[config.mk]
export PLATFORM = sky130hd
export DESIGN_NAME = mag_top
export DESIGN_NICKNAME = d
export VERILOG_FILES = /design/src/hw/mag_pkg.sv /design/src/hw/mag_stage_if.sv /design/src/hw/mag_square_stage.sv /design/src/hw/mag_sqrt_stage.sv /design/src/hw/mag_round_stage.sv /design/src/hw/mag_top.sv
export VERILOG_INCLUDE_DIRS = /design/src /design/src/include
export SDC_FILE = /design/constraint.sdc
export NUM_CORES = 1
export LEC_CHECK = 0
export ABC_AREA = 1
export BUFFER_PORTS_ARGS = -buffer_cell sky130_fd_sc_hd__buf_2
export CORE_ASPECT_RATIO = 1.4
export CORE_MARGIN = 1
export CORE_UTILIZATION = 43
export CTS_CLUSTER_SIZE = 10
export DETAILED_ROUTE_END_ITERATION = 7
export GPL_ROUTABILITY_DRIVEN = 1
export GPL_TIMING_DRIVEN = 0
export SETUP_SLACK_MARGIN = 0.05
export SYNTH_ARGS = -nofsm -noshare
export SYNTH_HDL_FRONTEND = slang
export SYNTH_SLANG_ARGS = --single-unit
[constraint.sdc]
create_clock -name i_clk -period 2.2 [get_ports i_clk]
set_clock_uncertainty 0.1 [all_clocks]
set_input_delay 0 -clock i_clk [delete_from_list [all_inputs] [get_ports i_clk]]
set_output_delay 0 -clock i_clk [all_outputs]
set_load 0.03 [all_outputs]
[src/include/mag_defines.svh]
// width and iteration macros for the vector magnitude unit
`ifndef MAG_DEFINES_SVH
`define MAG_DEFINES_SVH

// signed input component width
`define MAG_IN_W 8

`define MAG_RAD_W 16 // radicand and remainder, max 32768 fits unsigned

`define MAG_ROOT_W 8 // rounded root, max 182

`define MAG_ITER (`MAG_RAD_W / 2) // one root bit per iteration

`endif

[src/hw/mag_pkg.sv]
// rounding opcode and square-root FSM state types
package mag_pkg;

    // rounding mode applied to the floor root
    typedef enum logic [1:0] {
        OP_FLOOR   = 2'd0, // keep floor root
        OP_NEAREST = 2'd1, // round to nearest
        OP_CEIL    = 2'd2  // round up on nonzero remainder
    } op_e;                // 2'd3 reserved

    // iterative root FSM
    typedef enum logic [1:0] {
        SQRT_IDLE = 2'd0,
        SQRT_CALC = 2'd1,
        SQRT_DONE = 2'd2
    } sqrt_state_e;

endpackage

[src/hw/mag_stage_if.sv]
// pipeline item interface between stages, with src and dst modports
`timescale 1ns/1ps
`include "mag_defines.svh"

interface mag_stage_if;

    logic                  strobe; // one-cycle item pulse
    mag_pkg::op_e          op;     // rounding mode
    logic [`MAG_RAD_W-1:0] value;  // radicand or root
    logic [`MAG_RAD_W-1:0] rem;    // remainder, zero on sq2rt

    // data valid only while strobe is high, no ready
    modport src (
        output strobe, op, value, rem
    );

    modport dst (
        input strobe, op, value, rem
    );

endinterface

[src/hw/mag_square_stage.sv]
// squaring stage: start acceptance, busy level and radicand register
`timescale 1ns/1ps
`include "mag_defines.svh"

module mag_square_stage (
    input  logic                        i_clk,
    input  logic                        i_rst_n,
    input  logic                        i_start,
    input  mag_pkg::op_e                i_op,
    input  logic signed [`MAG_IN_W-1:0] i_x,
    input  logic signed [`MAG_IN_W-1:0] i_y,
    input  logic                        i_done,  // final result pulse
    output logic                        o_busy,
    mag_stage_if.src                    sq
);

    logic                         accept;
    logic signed [`MAG_RAD_W-1:0] sq_x; // x*x, never negative
    logic signed [`MAG_RAD_W-1:0] sq_y;
    logic [`MAG_RAD_W-1:0]        rad_sum;

    assign accept = i_start && !o_busy; // starts while busy are dropped

    assign sq_x    = i_x * i_x;
    assign sq_y    = i_y * i_y;
    assign rad_sum = $unsigned(sq_x) + $unsigned(sq_y); // up to 32768

    assign sq.rem = '0;

    always_ff @(posedge i_clk or negedge i_rst_n) begin
        if (!i_rst_n) begin
            sq.strobe <= 1'b0;
            o_busy    <= 1'b0;
        end else begin
            sq.strobe <= accept;
            if (accept) begin
                o_busy <= 1'b1;
            end else if (i_done) begin
                o_busy <= 1'b0; // free again after the o_valid cycle
            end
        end
    end

    // payload, only meaningful with the strobe
    always_ff @(posedge i_clk) begin
        if (accept) begin
            sq.value <= rad_sum;
            sq.op    <= i_op;
        end
    end

    // reserved opcode must not enter the pipeline
    a_op_legal: assert property (
        @(posedge i_clk) disable iff (!i_rst_n)
        accept |-> (i_op inside {mag_pkg::OP_FLOOR, mag_pkg::OP_NEAREST, mag_pkg::OP_CEIL})
    );

endmodule

[src/hw/mag_sqrt_stage.sv]
// iterative shift-subtract integer square root with remainder
`timescale 1ns/1ps
`include "mag_defines.svh"

module mag_sqrt_stage (
    input  logic     i_clk,
    input  logic     i_rst_n,
    mag_stage_if.dst up,
    mag_stage_if.src dn
);

    localparam int CNT_W = $clog2(`MAG_ITER);

    mag_pkg::sqrt_state_e  state;
    logic [CNT_W-1:0]      cnt;   // iteration counter
    logic [`MAG_RAD_W-1:0] x;     // radicand bits still to bring down
    logic [`MAG_RAD_W-1:0] q;     // partial root
    logic [`MAG_RAD_W+1:0] ac;    // accumulator, two bits wider
    logic [`MAG_RAD_W+1:0] trial; // ac minus {q, 01}
    mag_pkg::op_e          op_q;  // opcode carried through
    logic                  load;

    assign load  = (state == mag_pkg::SQRT_IDLE) && up.strobe;
    assign trial = ac - {q, 2'b01};

    // result only valid in DONE
    assign dn.strobe = (state == mag_pkg::SQRT_DONE);
    assign dn.value  = q;
    assign dn.rem    = ac[`MAG_RAD_W+1:2]; // drop the final two-bit shift
    assign dn.op     = op_q;

    always_ff @(posedge i_clk or negedge i_rst_n) begin
        if (!i_rst_n) begin
            state <= mag_pkg::SQRT_IDLE;
            cnt   <= '0;
        end else begin
            case (state)
                mag_pkg::SQRT_IDLE: begin
                    if (up.strobe) begin
                        state <= mag_pkg::SQRT_CALC;
                        cnt   <= '0;
                    end
                end
                mag_pkg::SQRT_CALC: begin
                    if (cnt == CNT_W'(`MAG_ITER - 1)) begin
                        state <= mag_pkg::SQRT_DONE; // after MAG_ITER steps
                    end
                    cnt <= cnt + 1'b1;
                end
                mag_pkg::SQRT_DONE: begin
                    state <= mag_pkg::SQRT_IDLE;
                end
                default: begin
                    state <= mag_pkg::SQRT_IDLE;
                end
            endcase
        end
    end

    // datapath, loaded on each accepted item
    always_ff @(posedge i_clk) begin
        if (load) begin
            ac   <= {{`MAG_RAD_W{1'b0}}, up.value[`MAG_RAD_W-1:`MAG_RAD_W-2]};
            x    <= {up.value[`MAG_RAD_W-3:0], 2'b00};
            q    <= '0;
            op_q <= up.op;
        end else if (state == mag_pkg::SQRT_CALC) begin
            if (!trial[`MAG_RAD_W+1]) begin // trial not negative
                ac <= {trial[`MAG_RAD_W-1:0], x[`MAG_RAD_W-1:`MAG_RAD_W-2]};
                q  <= {q[`MAG_RAD_W-2:0], 1'b1};
            end else begin
                ac <= {ac[`MAG_RAD_W-1:0], x[`MAG_RAD_W-1:`MAG_RAD_W-2]};
                q  <= {q[`MAG_RAD_W-2:0], 1'b0};
            end
            x <= {x[`MAG_RAD_W-3:0], 2'b00};
        end
    end

    // squaring stage busy level must keep items out while computing
    a_strobe_idle: assert property (
        @(posedge i_clk) disable iff (!i_rst_n)
        up.strobe |-> (state == mag_pkg::SQRT_IDLE)
    );

    // floor root property: rad < (q+1)^2 means rem <= 2q
    a_rem_bound: assert property (
        @(posedge i_clk) disable iff (!i_rst_n)
        dn.strobe |-> ({1'b0, dn.rem} <= {q, 1'b0})
    );

endmodule

[src/hw/mag_round_stage.sv]
// opcode-driven root adjust and final result registers of the rounding stage
`timescale 1ns/1ps
`include "mag_defines.svh"

module mag_round_stage (
    input  logic                   i_clk,
    input  logic                   i_rst_n,
    mag_stage_if.dst               up,
    output logic                   o_valid,
    output logic [`MAG_ROOT_W-1:0] o_root,
    output logic [`MAG_RAD_W-1:0]  o_rem
);

    logic [`MAG_ROOT_W-1:0] floor_root;
    logic [`MAG_ROOT_W-1:0] root_adj;

    assign floor_root = up.value[`MAG_ROOT_W-1:0]; // at most 181

    always_comb begin
        root_adj = floor_root;
        case (up.op)
            mag_pkg::OP_NEAREST: begin
                // (r+1/2)^2 = r^2 + r + 1/4 so round up once rem > r
                if (up.rem > up.value) begin
                    root_adj = floor_root + 1'b1;
                end
            end
            mag_pkg::OP_CEIL: begin
                if (up.rem != '0) begin
                    root_adj = floor_root + 1'b1; // not a perfect square
                end
            end
            default: begin
                root_adj = floor_root;
            end
        endcase
    end

    always_ff @(posedge i_clk or negedge i_rst_n) begin
        if (!i_rst_n) begin
            o_valid <= 1'b0;
            o_root  <= '0;
            o_rem   <= '0;
        end else begin
            o_valid <= up.strobe;
            if (up.strobe) begin
                o_root <= root_adj;
                o_rem  <= up.rem;  // floor remainder in every mode
            end
        end
    end

endmodule

[src/hw/mag_top.sv]
// top level of the vector magnitude unit, three stages on plain ports
`timescale 1ns/1ps
`include "mag_defines.svh"

module mag_top (
    input  logic                        i_clk,
    input  logic                        i_rst_n,
    input  logic                        i_start,
    input  mag_pkg::op_e                i_op,
    input  logic signed [`MAG_IN_W-1:0] i_x,
    input  logic signed [`MAG_IN_W-1:0] i_y,
    output logic                        o_busy,
    output logic                        o_valid,
    output logic [`MAG_ROOT_W-1:0]      o_root,
    output logic [`MAG_RAD_W-1:0]       o_rem
);

    mag_stage_if sq2rt (); // radicand to root stage
    mag_stage_if rt2rd (); // floor root and remainder to rounding

    mag_square_stage u_square (
        .i_clk   (i_clk),
        .i_rst_n (i_rst_n),
        .i_start (i_start),
        .i_op    (i_op),
        .i_x     (i_x),
        .i_y     (i_y),
        .i_done  (o_valid), // result out frees the pipeline
        .o_busy  (o_busy),
        .sq      (sq2rt.src)
    );

    mag_sqrt_stage u_sqrt (
        .i_clk   (i_clk),
        .i_rst_n (i_rst_n),
        .up      (sq2rt.dst),
        .dn      (rt2rd.src)
    );

    mag_round_stage u_round (
        .i_clk   (i_clk),
        .i_rst_n (i_rst_n),
        .up      (rt2rd.dst),
        .o_valid (o_valid),
        .o_root  (o_root),
        .o_rem   (o_rem)
    );

endmodule

==> summary.md, run 1 <==
| Metric | Value |
|---|---|
| HPWL after DPL | 18.32 mm |
| Root Buffer | clkbuf_16 |
| Crit. End Element | flip-flop |
| Critical path launch point type | input pin |
| Number of core rows | 65 |
| Clock Tree Buf Depth | 2 |
| Final worst path period need | 4.743 ns |
| Status | finished, violations left |
| Std-Cell Core Area | 22610 um^2 |
| Hold path startpoint | i_x[0] |
| Synth Register Bits | 100 |
| Post-route ant nets | 0 |
| Syn Area/Cell | 8.147 um^2 |
| Share of the synthesized area in the top cell type | 22.82% |
| Initial antenna violation count | 0 |
| Top Metal Used | met4 |
| Worst R2R End | u_sqrt.ac[9] |
| Final Wtd Congestion | 0.9203 |
| Hold Fails Final Rpt | 0 |
| Initial DRT Pass Iterations | 5 |
| Die Area | 23680 um^2 |
| Most common cell in the netlist | nand2_1 |
| Nets@finish | 1579 |
| Antenna diode count | 0 |
| Routed len/inst | 14.73 um |
| Setup_tns | -25.97 ns |
| Sequential-to-total area share from yosys stat | 25.44% |
| RSZ-0062 raised after global routing | yes |
| Final instance area | 13060 um^2 |
| Hold WC Path Type | in2reg |
| Via/cell ratio | 4.940 |
| CP Cell Sequence | buf_8 > clkbuf_16 > nand2_8 > buf_6 > fa_1 > fa_1 > inv_2 > fa_1 > fa_1 > fa_1 > inv_2 > fa_1 > inv_2 > ha_4 > nand2_4 > nand2_4 > a31oi_4 > o221ai_4 > nor2_4 > inv_1 > nand2_1 > nand2_2 |
| CTS sink cnt | 100 |
| F_max | 0.2108 GHz |
| Synth area leaders | fa_1, nand2_1, edfxtp_1 |
| Die Y | 181.7 um |
| Hold slack | 0.1296 ns |
| Mapped Area | 9915 um^2 |
| Synth Warn # | 0 |
| WL met2 | 13.90 mm |
| Clk slew on worst S/H paths | 0.07 ns |
| H-tree depth | 3 |
| Critical path's slowest cell | fa_1 |
| Crit-path max cell delay | 0.57 ns |
| Worst slew margin | 49.76% |
| Crit-path most repeated cell | fa_1 |
| Synth Instances | 1217 |
| Peak supply drop | 1.772 mV |
| Failing checks | negative setup slack |
| Share of post-route cells with drive strength above 1 | 30.17% |
| Pwr per Cell Area | 1660 nW/um^2 |
| CP Max Fanout | 4 |
| Gr usage total | 21.67% |
| I/O pin count | 47 |
| Synthesized net count | 1429 |
| Routed wire length | 24.64 mm |
| P_leak | 6.685 nW |
| DRC viols | 0 |
| Tcrit/Tclk final | 215.6% |
| Data required, critical path | 2.21 ns |
| Number of CTS-inserted buffers | 9 |
| Min-Delay Path Depth | 5 |
| Tot Pwr | 21.68 mW |
| Routed vias | 8265 |
| Die extent in x | 130.3 um |
| CTS tree | done |
| Clk_lat worst skew | 0.35 ns |
| Type of the worst setup path | in2reg |
| Top cells by count, synth | nand2_1, inv_1, fa_1 |
| Initial core utilization | 43.85% |
| Worst slew pin tran | 0.7536 ns |
| Area Overhead vs Synth | 31.73% |
| Largest net degree at the start of global routing | 33 |
| Worst reg2reg path depth | 15 |
| DR iter-0 viols | 459 |
| Vias in the first global route | 8439 |
| R2r startpoint | u_sqrt.dn.value[5] |
| Filler cells | 2023 |
| Final setup fails | 13 |
| Max-slew violation count | 0 |
| Met1 Wirelength | 9.148 mm |
| Post-synth EDFFs | 36 |
| Arrival time worst endpoint | 4.75 ns |
| Total gr overflow | 0 |
| Setup ws final | -2.543 ns |
| Max_cap viols | 0 |
| Met3 WL post-DR | 612 um |
| R2r setup slk | 0.09 ns |
| Unique masters post-synth | 43 |
| IO buf count | 41 |
| Placed cell areas | 11000 um^2 |
| Biggest area consumer among synthesized cells | fa_1 |
| First-pass GRT wire length | 40.04 mm |
| Hold path endpoint | u_square.sq.value[2] |
| Synth Flop Type | edfxtp_1 |
| Asr flop ratio synth | 32.00% |
how the worst max path moves through the flow:
stage,start,endpoint,slack (ns),cells after the start
after floorplan,i_x[7],u_square.sq.value[15],-2.51,19
after global placement,i_y[7],u_square.sq.value[15],-3.16,19
after detailed placement,i_y[7],u_square.sq.value[15],-3.19,19
after CTS,i_x[2],u_square.sq.value[15],-2.60,22
after global routing,i_x[1],u_square.sq.value[15],-2.67,22
final,i_x[1],u_square.sq.value[15],-2.54,22
registers in the layout (all words and copies together), names as in the netlist:
register,count
u_sqrt.cnt,3
u_sqrt.ac,18
u_square.sq.op,2
u_round.o_root,8
u_round.o_rem,16
u_round.o_valid,1
u_square.sq.value,16
u_sqrt.x,14
u_square.sq.strobe,1
u_sqrt.dn.value,16
u_sqrt.dn.op,2
u_square.o_busy,1
u_sqrt.state,2
timing repair:
| action | in CTS | in global routing |
|---|---|---|
| endpoints found under the hold margin | 37 | 0 |
| gates cloned | 2 | 1 |
| gates resized for setup | 156 | 118 |
| pin swaps | 79 | 108 |
| hold buffers | 7 | 0 |
| buffers inserted | 48 | 44 |
| endpoints found under the setup margin | 69 | 62 |
routing by layer:
metal | global-route usage [%] | up-vias
li1 | - | 4031
met3 | 2.033 | 60
met1 | 22.37 | 3975
met2 | 43.21 | 199
met5 | 0 | -
met4 | 8.644 | 0
cell families (layout without fill, tap and decap cells):
group,count (synthesis),in the layout,share of synthesized area (%)
AOI/OAI and AO/OA,102,102,5.767
buffers and inverters,314,468,12.15
and+or+nand+nor,475,476,20.89
DFF,100,100,25.44
adders and majority gates,191,191,32.66
xor gates and xnor gates,35,35,3.092
where the power goes:
| group | internal [mW] | total [mW] | switching (mW) |
|---|---|---|---|
| Sequential | 2.46 | 2.46 | 0 |
| Combinational | 8.49 | 17.7 | 9.21 |
| Clock | 0.781 | 1.52 | 0.740 |
| Total | 11.7 | 21.7 | 9.95 |
worst max-delay path, delay by kind of cell:
family	cells	cell delay, ns
AOI/OAI and AO/OA	2	0.39
adders and majority gates	7	3.34
buffers and inverters	7	0.53
and+or+nand+nor	6	0.48
final cells by class:
| type | instances | area, um^2 | area share [%] |
|---|---|---|---|
| clock inverter | 7 | 56.30 | 0.4311 |
| sequential | 100 | 2555 | 19.56 |
| multi-input combinational | 804 | 7264 | 55.62 |
| buffer | 33 | 331.6 | 2.539 |
| timing repair buffer | 139 | 1142 | 8.747 |
| tap | 301 | 376.6 | 2.884 |
| inverter | 280 | 1109 | 8.488 |
| clock buffer | 9 | 225.2 | 1.724 |
layout by cell type, fill, tap and decap left out, types with 8 or more instances in the layout:
cell type / synthesis / layout
a21oi_2: 1 / 12
nand2_2: 3 / 26
nand2_1: 294 / 245
o22ai_1: 15 / 15
ha_4: 0 / 33
fa_2: 0 / 11
inv_2: 3 / 47
clkbuf_1: 28 / 13
dfxtp_1: 32 / 20
buf_4: 2 / 69
a21oi_1: 32 / 18
ha_1: 78 / 44
edfxtp_1: 36 / 36
fa_1: 113 / 102
dfrtp_1: 32 / 32
buf_6: 0 / 23
nor2_4: 1 / 8
xor2_1: 20 / 19
xnor2_1: 15 / 14
nand3_2: 11 / 16
nand4_1: 15 / 15
o21ai_0: 39 / 36
nand3_1: 79 / 68
nor2_1: 56 / 44
inv_4: 0 / 12
inv_1: 276 / 216
clkbuf_16: 0 / 13
buf_2: 2 / 36
nand2_4: 2 / 27
per-stage QoR:
step	worst slack [ns]	utilization, %	cells
3_5_place_dp	-3.189	48.63	1559
4_1_cts	-2.598	54.57	1631
3_3_place_gp	-3.158	48.63	1559
2_1_floorplan	-2.506	-	1217
5_1_grt	-2.673	57.76	1673
6_report	-2.543	57.76	1673
(Power assumes the default switching activity.)
==> inputs of run 2 (changes only) <==
Settings changed: RECOVER_POWER set to 50.
==> run 2 against run 1 <==
Compared with the run above: the run still ends with negative setup slack left; register-to-register slack barely moved; setup slack improved by 0.00085 ns; design area fell by 0.26%; via count fell by 0.23%; sequential cell count did not move; cell count did not move; hold slack improved by 0.046 ns; non-clock buffer count did not move; fmax barely moved; sequential power barely moved; sequential share of layout area rose by 0.051 points; combinational power barely moved.
==> summary.md, run 2 (synthesized netlist as in run 1, its figures left out) <==
| Metric | Value |
|---|---|
| Status | finished, violations left (unchanged) |
| Failing checks | negative setup slack (unchanged) |
| Share of post-route cells with drive strength above 1 | 28.13% (was 30.17%) |
| Area Overhead vs Synth | 31.39% (was 31.73%) |
| Setup_tns | -25.97 ns (about the same) |
| Worst slew margin | 43.83% (was 49.76%) |
| Worst R2R End | u_sqrt.ac[9] (unchanged) |
| Largest net degree at the start of global routing | 33 (unchanged) |
| CTS tree | done (unchanged) |
| Root Buffer | clkbuf_16 (unchanged) |
| R2r setup slk | 0.09 ns (about the same) |
| Worst reg2reg path depth | 15 (unchanged) |
| Top reg by flops | u_sqrt.ac (unchanged) |
| Gr usage total | 21.67% (unchanged) |
| Die Area | 23680 um^2 (unchanged) |
| Tot Pwr | 21.70 mW (was 21.68 mW) |
| First-pass GRT wire length | 40.04 mm (unchanged) |
| Max-slew violation count | 0 (unchanged) |
| CP Max Fanout | 4 (unchanged) |
| Number of CTS-inserted buffers | 9 (unchanged) |
| HPWL after DPL | 18.32 mm (unchanged) |
| F_max | 0.2109 GHz (was 0.2108 GHz) |
| Max_cap viols | 0 (unchanged) |
| Routed wire length | 24.63 mm (was 24.64 mm) |
| Worst slew pin tran | 0.8426 ns (was 0.7536 ns) |
| Initial antenna violation count | 0 (unchanged) |
| Nets@finish | 1579 (unchanged) |
| P_leak | 6.574 nW (was 6.685 nW) |
| Data required, critical path | 2.21 ns (about the same) |
| Setup ws final | -2.542 ns (was -2.543 ns) |
| R2r startpoint | u_sqrt.dn.value[5] (unchanged) |
| Final setup fails | 13 (unchanged) |
| Number of core rows | 65 (unchanged) |
| Initial DRT Pass Iterations | 7 (was 5) |
| Most common cell after layout, fill and taps aside | nand2_1 (unchanged) |
| DRC viols | 0 (unchanged) |
| Final Wtd Congestion | 0.9203 (unchanged) |
| H-tree depth | 3 (unchanged) |
| Total gr overflow | 0 (unchanged) |
| I/O pin count | 47 (unchanged) |
| Clk_lat worst skew | 0.35 ns (about the same) |
| Peak supply drop | 1.769 mV (was 1.772 mV) |
| Final worst path period need | 4.742 ns (was 4.743 ns) |
| Die extent in x | 130.3 um (unchanged) |
| Vias in the first global route | 8439 (unchanged) |
| Routed vias | 8246 (was 8265) |
| Clk slew on worst S/H paths | 0.07 ns (about the same) |
| Clock Tree Buf Depth | 2 (unchanged) |
| Tcrit/Tclk final | 215.6% (about the same) |
| CTS sink cnt | 100 (unchanged) |
| Pwr per Cell Area | 1666 nW/um^2 (was 1660 nW/um^2) |
| Largest register FFs | 18 (unchanged) |
| IO buf count | 41 (unchanged) |
| Type of the worst setup path | in2reg (unchanged) |
| Crit. End Element | flip-flop (unchanged) |
| Hold Fails Final Rpt | 0 (unchanged) |
| Std-Cell Core Area | 22610 um^2 (unchanged) |
| RSZ-0062 raised after global routing | yes (unchanged) |
| Post-route ant nets | 0 (unchanged) |
| Commonest cells after routing, fill and taps aside | nand2_1, inv_1, fa_1, buf_4, nand3_1 (unchanged) |
| Via/cell ratio | 4.929 (was 4.940) |
| Antenna diode count | 0 (unchanged) |
| Hold WC Path Type | in2async (was in2reg) |
| Initial core utilization | 43.85% (unchanged) |
| DR iter-0 viols | 451 (was 459) |
| Critical path launch point type | input pin (unchanged) |
| Arrival time worst endpoint | 4.75 ns (about the same) |
| Routed len/inst | 14.72 um (was 14.73 um) |
| Die Y | 181.7 um (unchanged) |
| Filler cells | 2028 (was 2023) |
==> run 2: how the worst max path moves through the flow <==
stage	from	end	cells after the start
2_1_floorplan	i_x[7]	u_square.sq.value[15]	19
3_5_place_dp	i_y[7]	u_square.sq.value[15]	19
3_3_place_gp	i_y[7]	u_square.sq.value[15]	19
4_1_cts	i_x[2]	u_square.sq.value[15]	22
5_1_grt	i_x[1]	u_square.sq.value[15]	22
6_report	i_x[1]	u_square.sq.value[15]	22
==> run 2: cell type report <==
class / count / area [um^2] / area share [%]
plain buffers: 33 / 331.6 / 2.545
repair buffers: 139 / 1109 / 8.510
clock inverters: 7 / 56.30 / 0.4322
flip-flops and latches: 100 / 2555 / 19.61
inverters: 280 / 1109 / 8.510
multi-input cells: 804 / 7264 / 55.77
clock buffers: 9 / 225.2 / 1.729
well taps: 301 / 376.6 / 2.891
==> run 2: power by group <==
part	switching, mW	internal, mW	total, mW
logic	9.23	8.49	17.7
registers	0	2.46	2.46
clock network	0.742	0.781	1.52
total	9.97	11.7	21.7
==> run 2: per-stage QoR <==
step / area, um^2 / setup slack [ns] / hold slack, ns / instances / utilization (%)
3_5_place_dp: 11000 / -3.189 / 0.01855 / 1559 / 48.63
5_1_grt: 13030 / -2.673 / 0.2523 / 1673 / 57.61
2_1_floorplan: 10410 / -2.506 / -0.3956 / 1217 / -
4_1_cts: 12340 / -2.598 / 0.1693 / 1631 / 54.57
3_3_place_gp: 11000 / -3.158 / 0.01748 / 1559 / 48.63
6_report: 13030 / -2.542 / 0.1758 / 1673 / 57.61
==> run 2: layer usage <==
metal  share of wire [%]  track usage [%]  routed length (um)
met3                 2.6            2.033                 631
met2                  56            43.21               13910
met1                  37            22.37                9143
met5                   0                0                   0
met4                 3.9            8.644                 949
==> run 2: worst max-delay path, stage by stage <==
cell,delay [ns]
buf_8,0.07
clkbuf_16,0.14
nand2_8,0.05
buf_6,0.12
fa_1,0.48
fa_1,0.57
inv_2,0.05
fa_1,0.52
fa_1,0.47
fa_1,0.53
inv_2,0.04
fa_1,0.51
inv_2,0.05
ha_4,0.26
nand2_4,0.08
nand2_4,0.06
a31oi_4,0.24
o221ai_4,0.15
nor2_4,0.17
inv_1,0.06
nand2_1,0.06
nand2_2,0.06
==> run 2: repair_timing <==
item,in CTS,in global routing
endpoints found under the setup margin,69,62
cloned,2,1
pin swaps,79,108
setup buffers,48,44
hold endpoints to repair,37,0
gates resized for setup,156,118
hold buffers,7,0
